File: src/alpha_pkg.sv
package alpha_pkg;

	// legacy serial bias word layout
	localparam int BIAS_DATA_WIDTH = 12;
	localparam int BIAS_ADDR_WIDTH = 2;
	localparam int BIAS_WORD_WIDTH = 16;
	localparam int BIAS_PAD_WIDTH = BIAS_WORD_WIDTH - BIAS_ADDR_WIDTH - BIAS_DATA_WIDTH;
	localparam int BIAS_COUNT = 4; // CMPbias, ISEL, SBbias, DBbias

	// default timing, in clock cycles
	localparam int DEFAULT_TIMING_CONSTANT = 100; // width of each readout pulse
	localparam int DEFAULT_ADC_CONVERSION_TIME = 8192;
	localparam int DEFAULT_SERIAL_CONSTANT = 5; // cycles per serial step
	localparam int DEFAULT_PICKOFF = 6; // button pipeline tap

	// one 16 bit word on the serial port, pad goes out first
	typedef struct packed {
		logic [BIAS_PAD_WIDTH-1:0] pad; // always zero
		logic [BIAS_ADDR_WIDTH-1:0] address;
		logic [BIAS_DATA_WIDTH-1:0] data;
	} bias_word_t;

	// entry i is the value for address i
	typedef logic [BIAS_COUNT-1:0][BIAS_DATA_WIDTH-1:0] bias_values_t;

	localparam bias_values_t DEFAULT_BIAS_VALUES = {
		12'h4ff, // DBbias, address 3
		12'h3ff, // SBbias, address 2
		12'h5ff, // ISEL, address 1
		12'h1ff  // CMPbias, address 0
	};

	// readout control lines toward the ASIC
	typedef struct packed {
		logic dreset;
		logic sync;
		logic tok_a_f2t;
		logic trig_top;
	} asic_ctrl_t;

	// legacy serial port
	typedef struct packed {
		logic sin; // serial data
		logic sclk; // shift clock
		logic pclk; // parallel load
	} serial_port_t;

endpackage
File: src/alpha_control_top.sv
`timescale 1ns/100ps

module alpha_control_top #(
	parameter int pickoff_depth = alpha_pkg::DEFAULT_PICKOFF,
	parameter int timing_constant = alpha_pkg::DEFAULT_TIMING_CONSTANT,
	parameter int adc_conversion_time = alpha_pkg::DEFAULT_ADC_CONVERSION_TIME,
	parameter int serial_constant = alpha_pkg::DEFAULT_SERIAL_CONSTANT,
	parameter alpha_pkg::bias_values_t bias_values = alpha_pkg::DEFAULT_BIAS_VALUES
) (
	input logic clock,
	input logic reset,
	input logic readout_button,
	input logic bias_button,
	output alpha_pkg::asic_ctrl_t ctrl,
	output alpha_pkg::serial_port_t serial,
	output logic readout_active, // status lamps
	output logic bias_loading
);

	logic readout_start;
	logic bias_start;

	button_edge_detect #(
		.pickoff_depth(pickoff_depth)
	) readout_button_edge (
		.clock(clock),
		.reset(reset),
		.button(readout_button),
		.start(readout_start)
	);

	button_edge_detect #(
		.pickoff_depth(pickoff_depth)
	) bias_button_edge (
		.clock(clock),
		.reset(reset),
		.button(bias_button),
		.start(bias_start)
	);

	readout_sequencer #(
		.timing_constant(timing_constant),
		.adc_conversion_time(adc_conversion_time)
	) sequencer (
		.clock(clock),
		.reset(reset),
		.start(readout_start),
		.ctrl(ctrl),
		.active(readout_active)
	);

	bias_register_loader #(
		.serial_constant(serial_constant),
		.bias_values(bias_values)
	) loader (
		.clock(clock),
		.reset(reset),
		.start(bias_start),
		.serial(serial),
		.loading(bias_loading)
	);

endmodule

File: src/bias_register_loader.sv
`timescale 1ns/100ps

module bias_register_loader #(
	parameter int serial_constant = 5,
	parameter alpha_pkg::bias_values_t bias_values = alpha_pkg::DEFAULT_BIAS_VALUES
) (
	input logic clock,
	input logic reset,
	input logic start, // one cycle, restarts from word 0
	output alpha_pkg::serial_port_t serial,
	output logic loading
);

	localparam int DWELL_WIDTH = $clog2(2 * serial_constant + 1);
	localparam logic [DWELL_WIDTH-1:0] DWELL_PRE = DWELL_WIDTH'(2 * serial_constant - 1);
	localparam logic [DWELL_WIDTH-1:0] DWELL_STEP = DWELL_WIDTH'(serial_constant - 1);
	localparam logic [alpha_pkg::BIAS_ADDR_WIDTH-1:0] LAST_WORD =
		alpha_pkg::BIAS_ADDR_WIDTH'(alpha_pkg::BIAS_COUNT - 1);

	typedef enum logic [2:0] {
		LD_IDLE,
		LD_SHIFT, // word in the shifter
		LD_DRAIN, // restarted mid word, let it finish
		LD_PRE, // gap before pclk
		LD_PCLK, // pclk high
		LD_POST // gap before next word
	} load_state_t;

	load_state_t state;
	logic [alpha_pkg::BIAS_ADDR_WIDTH-1:0] word_idx;
	logic [DWELL_WIDTH-1:0] dwell;
	logic pclk;
	alpha_pkg::bias_word_t word;
	logic word_go;
	logic word_done;
	logic shift_sin;
	logic shift_sclk;
	logic in_flight;

	// address is the word index
	assign word = '{pad: '0, address: word_idx, data: bias_values[word_idx]};
	assign in_flight = (state == LD_SHIFT || state == LD_DRAIN) && !word_done;
	assign serial = '{sin: shift_sin, sclk: shift_sclk, pclk: pclk};

	always_ff @(posedge clock) begin
		if (reset) begin
			state <= LD_IDLE;
			word_idx <= '0;
			dwell <= '0;
			pclk <= 1'b0;
			word_go <= 1'b0;
			loading <= 1'b0;
		end else begin
			word_go <= 1'b0;
			if (start) begin
				word_idx <= '0;
				pclk <= 1'b0;
				loading <= 1'b1;
				if (in_flight) begin
					state <= LD_DRAIN; // shifter has no abort
				end else begin
					word_go <= 1'b1;
					state <= LD_SHIFT;
				end
			end else begin
				case (state)
					LD_SHIFT: if (word_done) begin
						dwell <= DWELL_PRE;
						state <= LD_PRE;
					end
					LD_DRAIN: if (word_done) begin
						word_go <= 1'b1; // partial word never gets a pclk
						state <= LD_SHIFT;
					end
					LD_PRE: if (dwell != '0) begin
						dwell <= dwell - 1'b1;
					end else begin
						pclk <= 1'b1;
						dwell <= DWELL_STEP;
						state <= LD_PCLK;
					end
					LD_PCLK: if (dwell != '0) begin
						dwell <= dwell - 1'b1;
					end else begin
						pclk <= 1'b0;
						if (word_idx == LAST_WORD) begin
							loading <= 1'b0; // all four registers loaded
							state <= LD_IDLE;
						end else begin
							dwell <= DWELL_STEP;
							state <= LD_POST;
						end
					end
					LD_POST: if (dwell != '0) begin
						dwell <= dwell - 1'b1;
					end else begin
						word_idx <= word_idx + 1'b1;
						word_go <= 1'b1;
						state <= LD_SHIFT;
					end
					default: state <= LD_IDLE;
				endcase
			end
		end
	end

	serial_word_shifter #(
		.serial_constant(serial_constant)
	) shifter (
		.clock(clock),
		.reset(reset),
		.word(word),
		.go(word_go),
		.sin(shift_sin),
		.sclk(shift_sclk),
		.done(word_done)
	);

endmodule

File: src/serial_word_shifter.sv
`timescale 1ns/100ps

module serial_word_shifter #(
	parameter int serial_constant = 5
) (
	input logic clock,
	input logic reset,
	input alpha_pkg::bias_word_t word,
	input logic go, // one cycle, only when idle
	output logic sin,
	output logic sclk,
	output logic done
);

	localparam int DWELL_WIDTH = $clog2(serial_constant + 1);
	localparam int BIT_WIDTH = $clog2(alpha_pkg::BIAS_WORD_WIDTH);
	localparam logic [DWELL_WIDTH-1:0] DWELL_STEP = DWELL_WIDTH'(serial_constant - 1);
	localparam logic [BIT_WIDTH-1:0] BIT_MSB = BIT_WIDTH'(alpha_pkg::BIAS_WORD_WIDTH - 1);

	alpha_pkg::bias_word_t word_q; // latched on go
	logic busy;
	logic [BIT_WIDTH-1:0] bit_idx;
	logic [1:0] sub; // 0 set data, 1 clock high, 2 clock low
	logic [DWELL_WIDTH-1:0] dwell;

	always_ff @(posedge clock) begin
		if (go) begin
			word_q <= word;
		end
	end

	always_ff @(posedge clock) begin
		if (reset) begin
			busy <= 1'b0;
			bit_idx <= '0;
			sub <= '0;
			dwell <= '0;
			sin <= 1'b0;
			sclk <= 1'b0;
			done <= 1'b0;
		end else begin
			done <= 1'b0;
			if (go) begin
				busy <= 1'b1;
				bit_idx <= BIT_MSB; // MSB first
				sub <= '0;
				dwell <= DWELL_STEP; // first step L cycles out
				sclk <= 1'b0;
			end else if (busy) begin
				if (dwell != '0) begin
					dwell <= dwell - 1'b1;
				end else begin
					dwell <= DWELL_STEP;
					case (sub)
						2'd0: begin
							sin <= word_q[bit_idx];
							sub <= 2'd1;
						end
						2'd1: begin
							sclk <= 1'b1; // ASIC samples sin here
							sub <= 2'd2;
						end
						2'd2: begin
							sclk <= 1'b0;
							sub <= 2'd0;
							if (bit_idx == '0) begin
								busy <= 1'b0;
								done <= 1'b1;
								sin <= 1'b0; // park data low between words
							end else begin
								bit_idx <= bit_idx - 1'b1;
							end
						end
						default: sub <= 2'd0;
					endcase
				end
			end
		end
	end

endmodule

File: src/readout_sequencer.sv
`timescale 1ns/100ps

module readout_sequencer #(
	parameter int timing_constant = 100,
	parameter int adc_conversion_time = 8192
) (
	input logic clock,
	input logic reset,
	input logic start, // one cycle, restarts a running sequence
	output alpha_pkg::asic_ctrl_t ctrl,
	output logic active
);

	// longest dwell is trig_top low plus the conversion wait
	localparam int DWELL_WIDTH = $clog2(timing_constant + adc_conversion_time + 1);
	localparam logic [DWELL_WIDTH-1:0] DWELL_FIRST = DWELL_WIDTH'(timing_constant);
	localparam logic [DWELL_WIDTH-1:0] DWELL_PULSE = DWELL_WIDTH'(timing_constant - 1);
	localparam logic [DWELL_WIDTH-1:0] DWELL_ADC =
		DWELL_WIDTH'(timing_constant + adc_conversion_time - 1);

	logic [DWELL_WIDTH-1:0] dwell; // cycles left before next boundary
	logic [3:0] phase; // boundaries already passed

	always_ff @(posedge clock) begin
		if (reset) begin
			ctrl <= '0;
			active <= 1'b0;
			dwell <= '0;
			phase <= '0;
		end else if (start) begin
			// this edge is count 0
			ctrl <= '0;
			active <= 1'b1;
			dwell <= DWELL_FIRST; // first boundary at count T+1
			phase <= '0;
		end else if (active) begin
			if (dwell != '0) begin
				dwell <= dwell - 1'b1;
			end else begin
				dwell <= DWELL_PULSE; // most gaps are T
				phase <= phase + 1'b1;
				case (phase)
					4'd0: ctrl.dreset <= 1'b1;
					4'd1: ctrl.dreset <= 1'b0;
					4'd2: ctrl.sync <= 1'b1;
					4'd3: ctrl.sync <= 1'b0;
					4'd4: ctrl.tok_a_f2t <= 1'b1;
					4'd5: ctrl.tok_a_f2t <= 1'b0;
					4'd6: ctrl.trig_top <= 1'b1;
					4'd7: begin
						ctrl.trig_top <= 1'b0;
						dwell <= DWELL_ADC; // wait out the conversion
					end
					4'd8: ctrl.tok_a_f2t <= 1'b1; // second token, readout
					4'd9: ctrl.tok_a_f2t <= 1'b0;
					default: begin
						active <= 1'b0; // count 11T+A+1, done
						phase <= '0;
					end
				endcase
			end
		end
	end

endmodule

File: src/button_edge_detect.sv
`timescale 1ns/100ps

module button_edge_detect #(
	parameter int pickoff_depth = 6
) (
	input logic clock,
	input logic reset,
	input logic button, // raw, not synchronized
	output logic start
);

	// newest sample at bit 0
	logic [pickoff_depth:0] pipeline;

	always_ff @(posedge clock) begin
		if (reset) begin
			pipeline <= '0;
			start <= 1'b0;
		end else begin
			pipeline <= {pipeline[pickoff_depth-1:0], button};
			// low then high at the two oldest taps
			start <= (pipeline[pickoff_depth:pickoff_depth-1] == 2'b01);
		end
	end

endmodule

File: config.mk
export PLATFORM = sky130hd
export DESIGN_NAME = alpha_control_top
export DESIGN_NICKNAME = d
export VERILOG_FILES = /design/src/alpha_pkg.sv /design/src/alpha_control_top.sv /design/src/bias_register_loader.sv /design/src/serial_word_shifter.sv /design/src/readout_sequencer.sv /design/src/button_edge_detect.sv
export SDC_FILE = /design/constraint.sdc
export NUM_CORES = 1
export LEC_CHECK = 0
export BUFFER_PORTS_ARGS = -buffer_cell sky130_fd_sc_hd__buf_2
export CAP_MARGIN = 20
export CELL_PAD_IN_SITES_DETAIL_PLACEMENT = 1
export CELL_PAD_IN_SITES_GLOBAL_PLACEMENT = 1
export CORE_AREA = 2 2 67 132
export CTS_BUF_LIST = sky130_fd_sc_hd__clkbuf_4 sky130_fd_sc_hd__clkbuf_8 sky130_fd_sc_hd__clkbuf_16
export DETAILED_ROUTE_END_ITERATION = 10
export DIE_AREA = 0 0 69 134
export HOLD_SLACK_MARGIN = 0.08
export PLACE_DENSITY_LB_ADDON = 0.15
export SLEW_MARGIN = 5
export SYNTH_ARGS = -nofsm -noshare
export SYNTH_HDL_FRONTEND = slang
export SYNTH_SLANG_ARGS = --single-unit
File: constraint.sdc
create_clock -name clock -period 4.35 [get_ports clock]
set_input_delay 0.435 -clock clock [delete_from_list [all_inputs] [get_ports clock]]
set_output_delay 0.435 -clock clock [all_outputs]
set_load 0.02 [all_outputs]
After elaboration in Yosys (flattened, before gate mapping)
Index checks and enable logic that the tools add are counted.
- flip-flop bits (word level): 78
- bits of input ports: 4
- output and inout bits: 9
- $add $sub $neg: 6
- magnitude comparators: 2
- equality and inequality tests: 33
- mux-type cells: 62
- bitwise operators: 7
- reduce and logical (&&, ||, !) cells: 43
- operators with widths (kind ; count):
    4-bit two-way mux ; 11
    3-bit two-way mux ; 10
    14-bit two-way mux ; 2
    12-bit binary-select mux with 2-bit select ; 1
    2-bit nonzero test ; 12
    1-bit two-way mux ; 22
    3-bit AND reduction ; 7
    4-bit by 3-bit == test with 1-bit output, second input constant ; 4
    1-bit case mux with 2 select lines ; 8
    4-bit case mux with 4 select lines ; 1
    3-bit inequality test, second input constant ; 5
    3-bit case mux with 5 select lines ; 1
    5-bit AND reduction ; 3
    7-bit two-way mux ; 2
    14-bit nonzero test ; 1
    14-bit by 1-bit subtractor with 14-bit output, second input constant ; 1
    12-bit two-way mux ; 1
    2-bit inequality test, second input constant ; 5
    10-bit OR reduction ; 1
    2-bit OR reduction ; 5
    4-bit by 2-bit == test with 1-bit output, second input constant ; 2
    4-bit == test, second input constant ; 2
    4-bit zero test ; 2
    4-bit nonzero test ; 2
    other kinds (26) ; 42

Logic depth before layout (Yosys ltp)
- word-level depth: 6
- gate-level depth with buffers: 8

Modules after synthesis
From an unflattened synthesis, not the netlist that was laid out.
- cells, all modules: 378
- area, all modules: 3729.8 µm²
- by module, submodules not included (module ; times used ; cells each ; area each (µm²) ; sequential area each (µm²)):
    serial_word_shifter ; 1 ; 98 ; 1271.2 ; 740.7
    readout_sequencer ; 1 ; 140 ; 1217.4 ; 460.4
    bias_register_loader ; 1 ; 108 ; 808.3 ; 240.2
    button_edge_detect ; 2 ; 16 ; 216.5 ; 160.2

Least setup slack after synthesis
Ideal clock, no wire load.
- kind: register to register
- start: register loader.dwell[0]
- end: register loader.dwell[2]
- setup time: 0.070 ns
- arrival: 1.944 ns
- slack: 2.336 ns
- stages on the path, launching flop included: 9
- path buffers: 1
- cell sequence: dfxtp_1 inv_1 ha_1 or3b_1 buf_2 nor3_1 or3_1 or4b_1 a21oi_1
- longest elaborated chain between the ends: 3
- elaborated cells between the ends (all ways): 9
- those cells by class: add/sub: 1; eq/ne: 2; mux: 4; reduce/logical: 2
- ends and longest elaborated chain (what ; RTL line ; RTL):
    start: declaration ; bias_register_loader.sv:31 ; logic [DWELL_WIDTH-1:0] dwell;
    start signal: assignment ; bias_register_loader.sv:76 ; dwell <= dwell - 1'b1;
    start signal: assignment ; bias_register_loader.sv:83 ; dwell <= dwell - 1'b1;
    start signal: assignment ; bias_register_loader.sv:95 ; dwell <= dwell - 1'b1;
    4-bit by 1-bit subtractor with 4-bit output or 4-bit nonzero test (tied branches) ; n/a ;
    4-bit two-way mux, or another cell as far along ; bias_register_loader.sv:94 ; LD_POST: if (dwell != '0) begin
    4-bit case mux with 4 select lines or 5-bit AND reduction (tied branches) ; n/a ;
Parallel ways exist; a longest one is shown, timed or not. The select of a mux whose other input is x is not followed.
A chain may end at the register's enable or synchronous reset.

Final worst setup path
Same ends and word-level chain as after synthesis.

==> results.py <==
metrics = {
    "clocking": {
        "root_buffer": "clkbuf_16",
        "clk_path_buf_depth": 2,
        "ctsHoldBuffers": 0,
        "numCtsBuffers": 9,
        "ctsResizeCount": 0,
        "cts_setup_buffers": 0,
        "tritoncts": "yes",
        "clk_latency_ns": 0.33,
        "cts_sinks": 68,
        "htreeDepth": 3,
        "clk_pin_slew_ns": 0.06,
    },
    "sta": {
        "setup_violations": 0,
        "finalClockSkew_ns": 0.00616,
        "fin_crit_ns": 2.22,
        "hold_viol_final": 0,
        "max_slew_margin": 0.517,
        "drv_slew": 0,
        "tns_ns": 0,
        "worst_slack_ns": 2.13,
        "period_share": 0.509,
        "max_freq_mhz": 451,
        "rsz0062_at_grt": "false",
        "tightest_slew_ns": 0.713,
    },
    "placed_design": {
        "place_inst": 446,
        "gp_congestion": 0.805,
        "hpwl_microns": 5210,
        "pre_cts_slack_ns": 2.18,
        "io_buffer_count": 12,
    },
    "setup_path": {
        "cp-endpoint": "loader.dwell[2]",
        "crit_chain": "inv_1 > ha_1 > or3b_1 > nor3_1 > or3_1 > or4b_1 > a21oi_1",
        "cp-startpoint": "loader.dwell[0]",
        "arrival_ns": 2.48,
        "reg2reg_depth": 7,
        "r2r-start": "loader.dwell[0]",
        "cp_slowest_cell": "or4b_1",
        "critical_path_class": "reg -> reg",
        "r2r_setup_slack_ns": 2.13,
        "worstSetupStartpointType": "flop",
        "r2r-end": "loader.dwell[2]",
        "crit_fanout": 8,
        "required_ns": 4.62,
        "critPathMaxStageDelay_ns": 0.48,
        "endpoint_kind": "flop",
    },
    "synth": {
        "synth-async-reset-ratio": 0,
        "synthDistinctLibCells": 54,
        "ys_seq_area_frac": 0.441,
        "synth_edf_count": 4,
        "syn_nets": 373,
        "syn-cell-area_sq_um": 3180,
        "yosys_register_bits": 68,
        "ys_warn_count": 0,
        "syn_area_per_cell_sq_um": 8.97,
        "synthFlopType": "dfxtp_1",
        "syn_inst": 354,
    },
    "drt": {
        "drtIter0Drc": 42,
        "drc": 0,
        "antenna_left": 0,
        "wl_per_cell_microns": 15.4,
        "vias_per_cell": 5.40,
        "finalWirelength_microns": 7140,
        "dr.pass1.iters": 4,
        "vias": 2494,
    },
    "final_layout": {
        "diodes": 0,
        "nets": 378,
        "fin_util": 0.433,
        "syn2layout_area_growth_pct": 12.2,
        "drive_gt1_frac": 0.118,
        "final-instance-count-excl-fill": 462,
    },
    "global_route": {
        "grtUsageMet3": 0.0458,
        "overflow": 0,
        "grt_pass1_vias": 2606,
        "grt-busiest-layer": "met2",
        "grt_pass1_wl_microns": 12300,
        "grtUsageMet1": 0.162,
        "antenna_found_initial": 0,
        "gr-usage-met2": 0.319,
        "grt_max_degree": 23,
        "grt_usage": 0.168,
    },
    "hold_path": {
        "hp-class": "in -> reg",
    },
    "floorplan": {
        "ios": 13,
        "die-height_microns": 134,
        "die_w_microns": 69,
        "die-area_sq_um": 9250,
        "core_sq_um": 8230,
        "start_util": 0.386,
        "rows": 47,
    },
    "pwr": {
        "power.leakage_uw": 0.00136,
        "max-vdd-ir-drop_mv": 0.224,
        "powerDensity_nw_per_um2": 382,
    },
    "run": {
        "drv_cap": 0,
    },
    "run_status": {
        "status": "completed",
    },
}
-- synthesized netlist by cell type (6+ instances only) --
cell type  count  area (sq um)
nand2b_1       6          37.5
o21ai_0       17          85.1
nor3_1        13          65.1
nand2_1       15          56.3
ha_1          15           188
nor2_1        36           135
clkbuf_1      11          41.3
a31oi_1        8          50.1
a21oi_1       35           175
nand3_1        8          40.0
nor2b_1       18           113
dfxtp_1       64          1280
inv_1         21          78.8
xnor2_1       12           105
-- logic make-up (layout without fill, tap and decap cells) --
| kind of cell | count (synthesis) | count (layout) | synth area share |
|---|---|---|---|
| buffers and inverters | 40 | 50 | 0.0540 |
| xor gates and xnor gates | 17 | 17 | 0.0469 |
| adders and majority gates | 15 | 15 | 0.0591 |
| AOI/OAI and AO/OA | 79 | 79 | 0.148 |
| DFF | 68 | 68 | 0.441 |
| and+or+nand+nor | 129 | 129 | 0.231 |
| muxes | 6 | 6 | 0.0193 |
-- per-stage QoR --
| step | area, sq um | power [uW] | hold slack (ns) |
|---|---|---|---|
| after floorplan | 3180 | 668 | 0.367 |
| after global placement | 3270 | 675 | 0.375 |
| after detailed placement | 3270 | 676 | 0.387 |
| after CTS | 3560 | 1390 | 0.294 |
| after global routing | 3560 | 1410 | 0.304 |
| final | 3560 | 1360 | 0.312 |
-- power breakdown --
group          leakage, uW  total [uW]  internal [uW]  switching, uW
Clock             0.000143         698            430            269
Combinational     0.000665        26.0           9.07           17.0
Sequential        0.000552         635            633           2.74
-- layer usage --
| layer | share of wire | wire (microns) |
|---|---|---|
| met3 | 0.024 | 173 |
| met5 | 0 | 0 |
| met4 | 0.014 | 102 |
| met1 | 0.38 | 2700 |
| met2 | 0.58 | 4170 |
-- layout make-up --
cell class | count | area, sq um
clock buffer | 13 | 268
clock inverter | 3 | 21.3
sequential | 68 | 1400
multi-input combinational | 246 | 1600
fill | 984 | 4670
timing repair buffer | 13 | 67.6
inverter | 21 | 78.8
tap | 98 | 123
-- state kept, by name (all words and copies together), names as in the netlist, 2 cells and up --
| name | cells |
|---|---|
| loader.shifter.bit_idx | 4 |
| sequencer.phase | 4 |
| loader.shifter.dwell | 3 |
| loader.state | 3 |
| loader.dwell | 4 |
| readout_button_edge.pipeline | 7 |
| loader.shifter.sub | 2 |
| loader.shifter.word_q | 4 |
| sequencer.ctrl | 4 |
| sequencer.dwell | 14 |
| loader.word_idx | 2 |
| bias_button_edge.pipeline | 7 |
-- cells in the final DEF, fill, tap and decap left out, drive strengths merged, types with 2 or more instances in the layout --
| master | count |
|---|---|
| xor2 | 5 |
| nand2 | 15 |
| a31oi | 8 |
| or4b | 2 |
| or3 | 5 |
| ha | 15 |
| mux2i | 5 |
| clkinv | 2 |
| a211oi | 5 |
| a311oi | 3 |
| and2b | 2 |
| buf | 13 |
| and3 | 2 |
| nand2b | 6 |
| a21oi | 35 |
| dfxtp | 64 |
| nand4b | 2 |
| clkbuf | 13 |
| xnor2 | 12 |
| nor2 | 36 |
| nor4b | 5 |
| edfxtp | 4 |
| nand3 | 8 |
| nor2b | 18 |
| nor4 | 4 |
| or4 | 2 |
| o21ai | 17 |
| nor3 | 13 |
| nand3b | 3 |
| or2 | 4 |
| inv | 21 |
| a211o | 2 |
-- worst min path at each step --
stage / slack (ns) / end / from / cells past startpoint
2_1_floorplan: 0.37 / bias_button_edge.start / bias_button_edge.pipeline[6] / 1
3_3_place_gp: 0.38 / readout_button_edge.start / readout_button_edge.pipeline[6] / 1
3_5_place_dp: 0.39 / bias_button_edge.start / bias_button_edge.pipeline[6] / 1
4_1_cts: 0.29 / bias_button_edge.pipeline[0] / bias_button / 2
5_1_grt: 0.30 / bias_button_edge.pipeline[0] / bias_button / 2
6_report: 0.31 / readout_button_edge.pipeline[0] / readout_button / 2
-- critical path: cells and delay by family (launching register included) --
family | cells | cell delay (ns)
and+or+nand+nor | 4 | 1.31
adders and majority gates | 1 | 0.25
buffers and inverters | 1 | 0.08
AOI/OAI and AO/OA | 1 | 0.13
DFF | 1 | 0.38
Note: power is estimated with default switching activity, not from simulation.
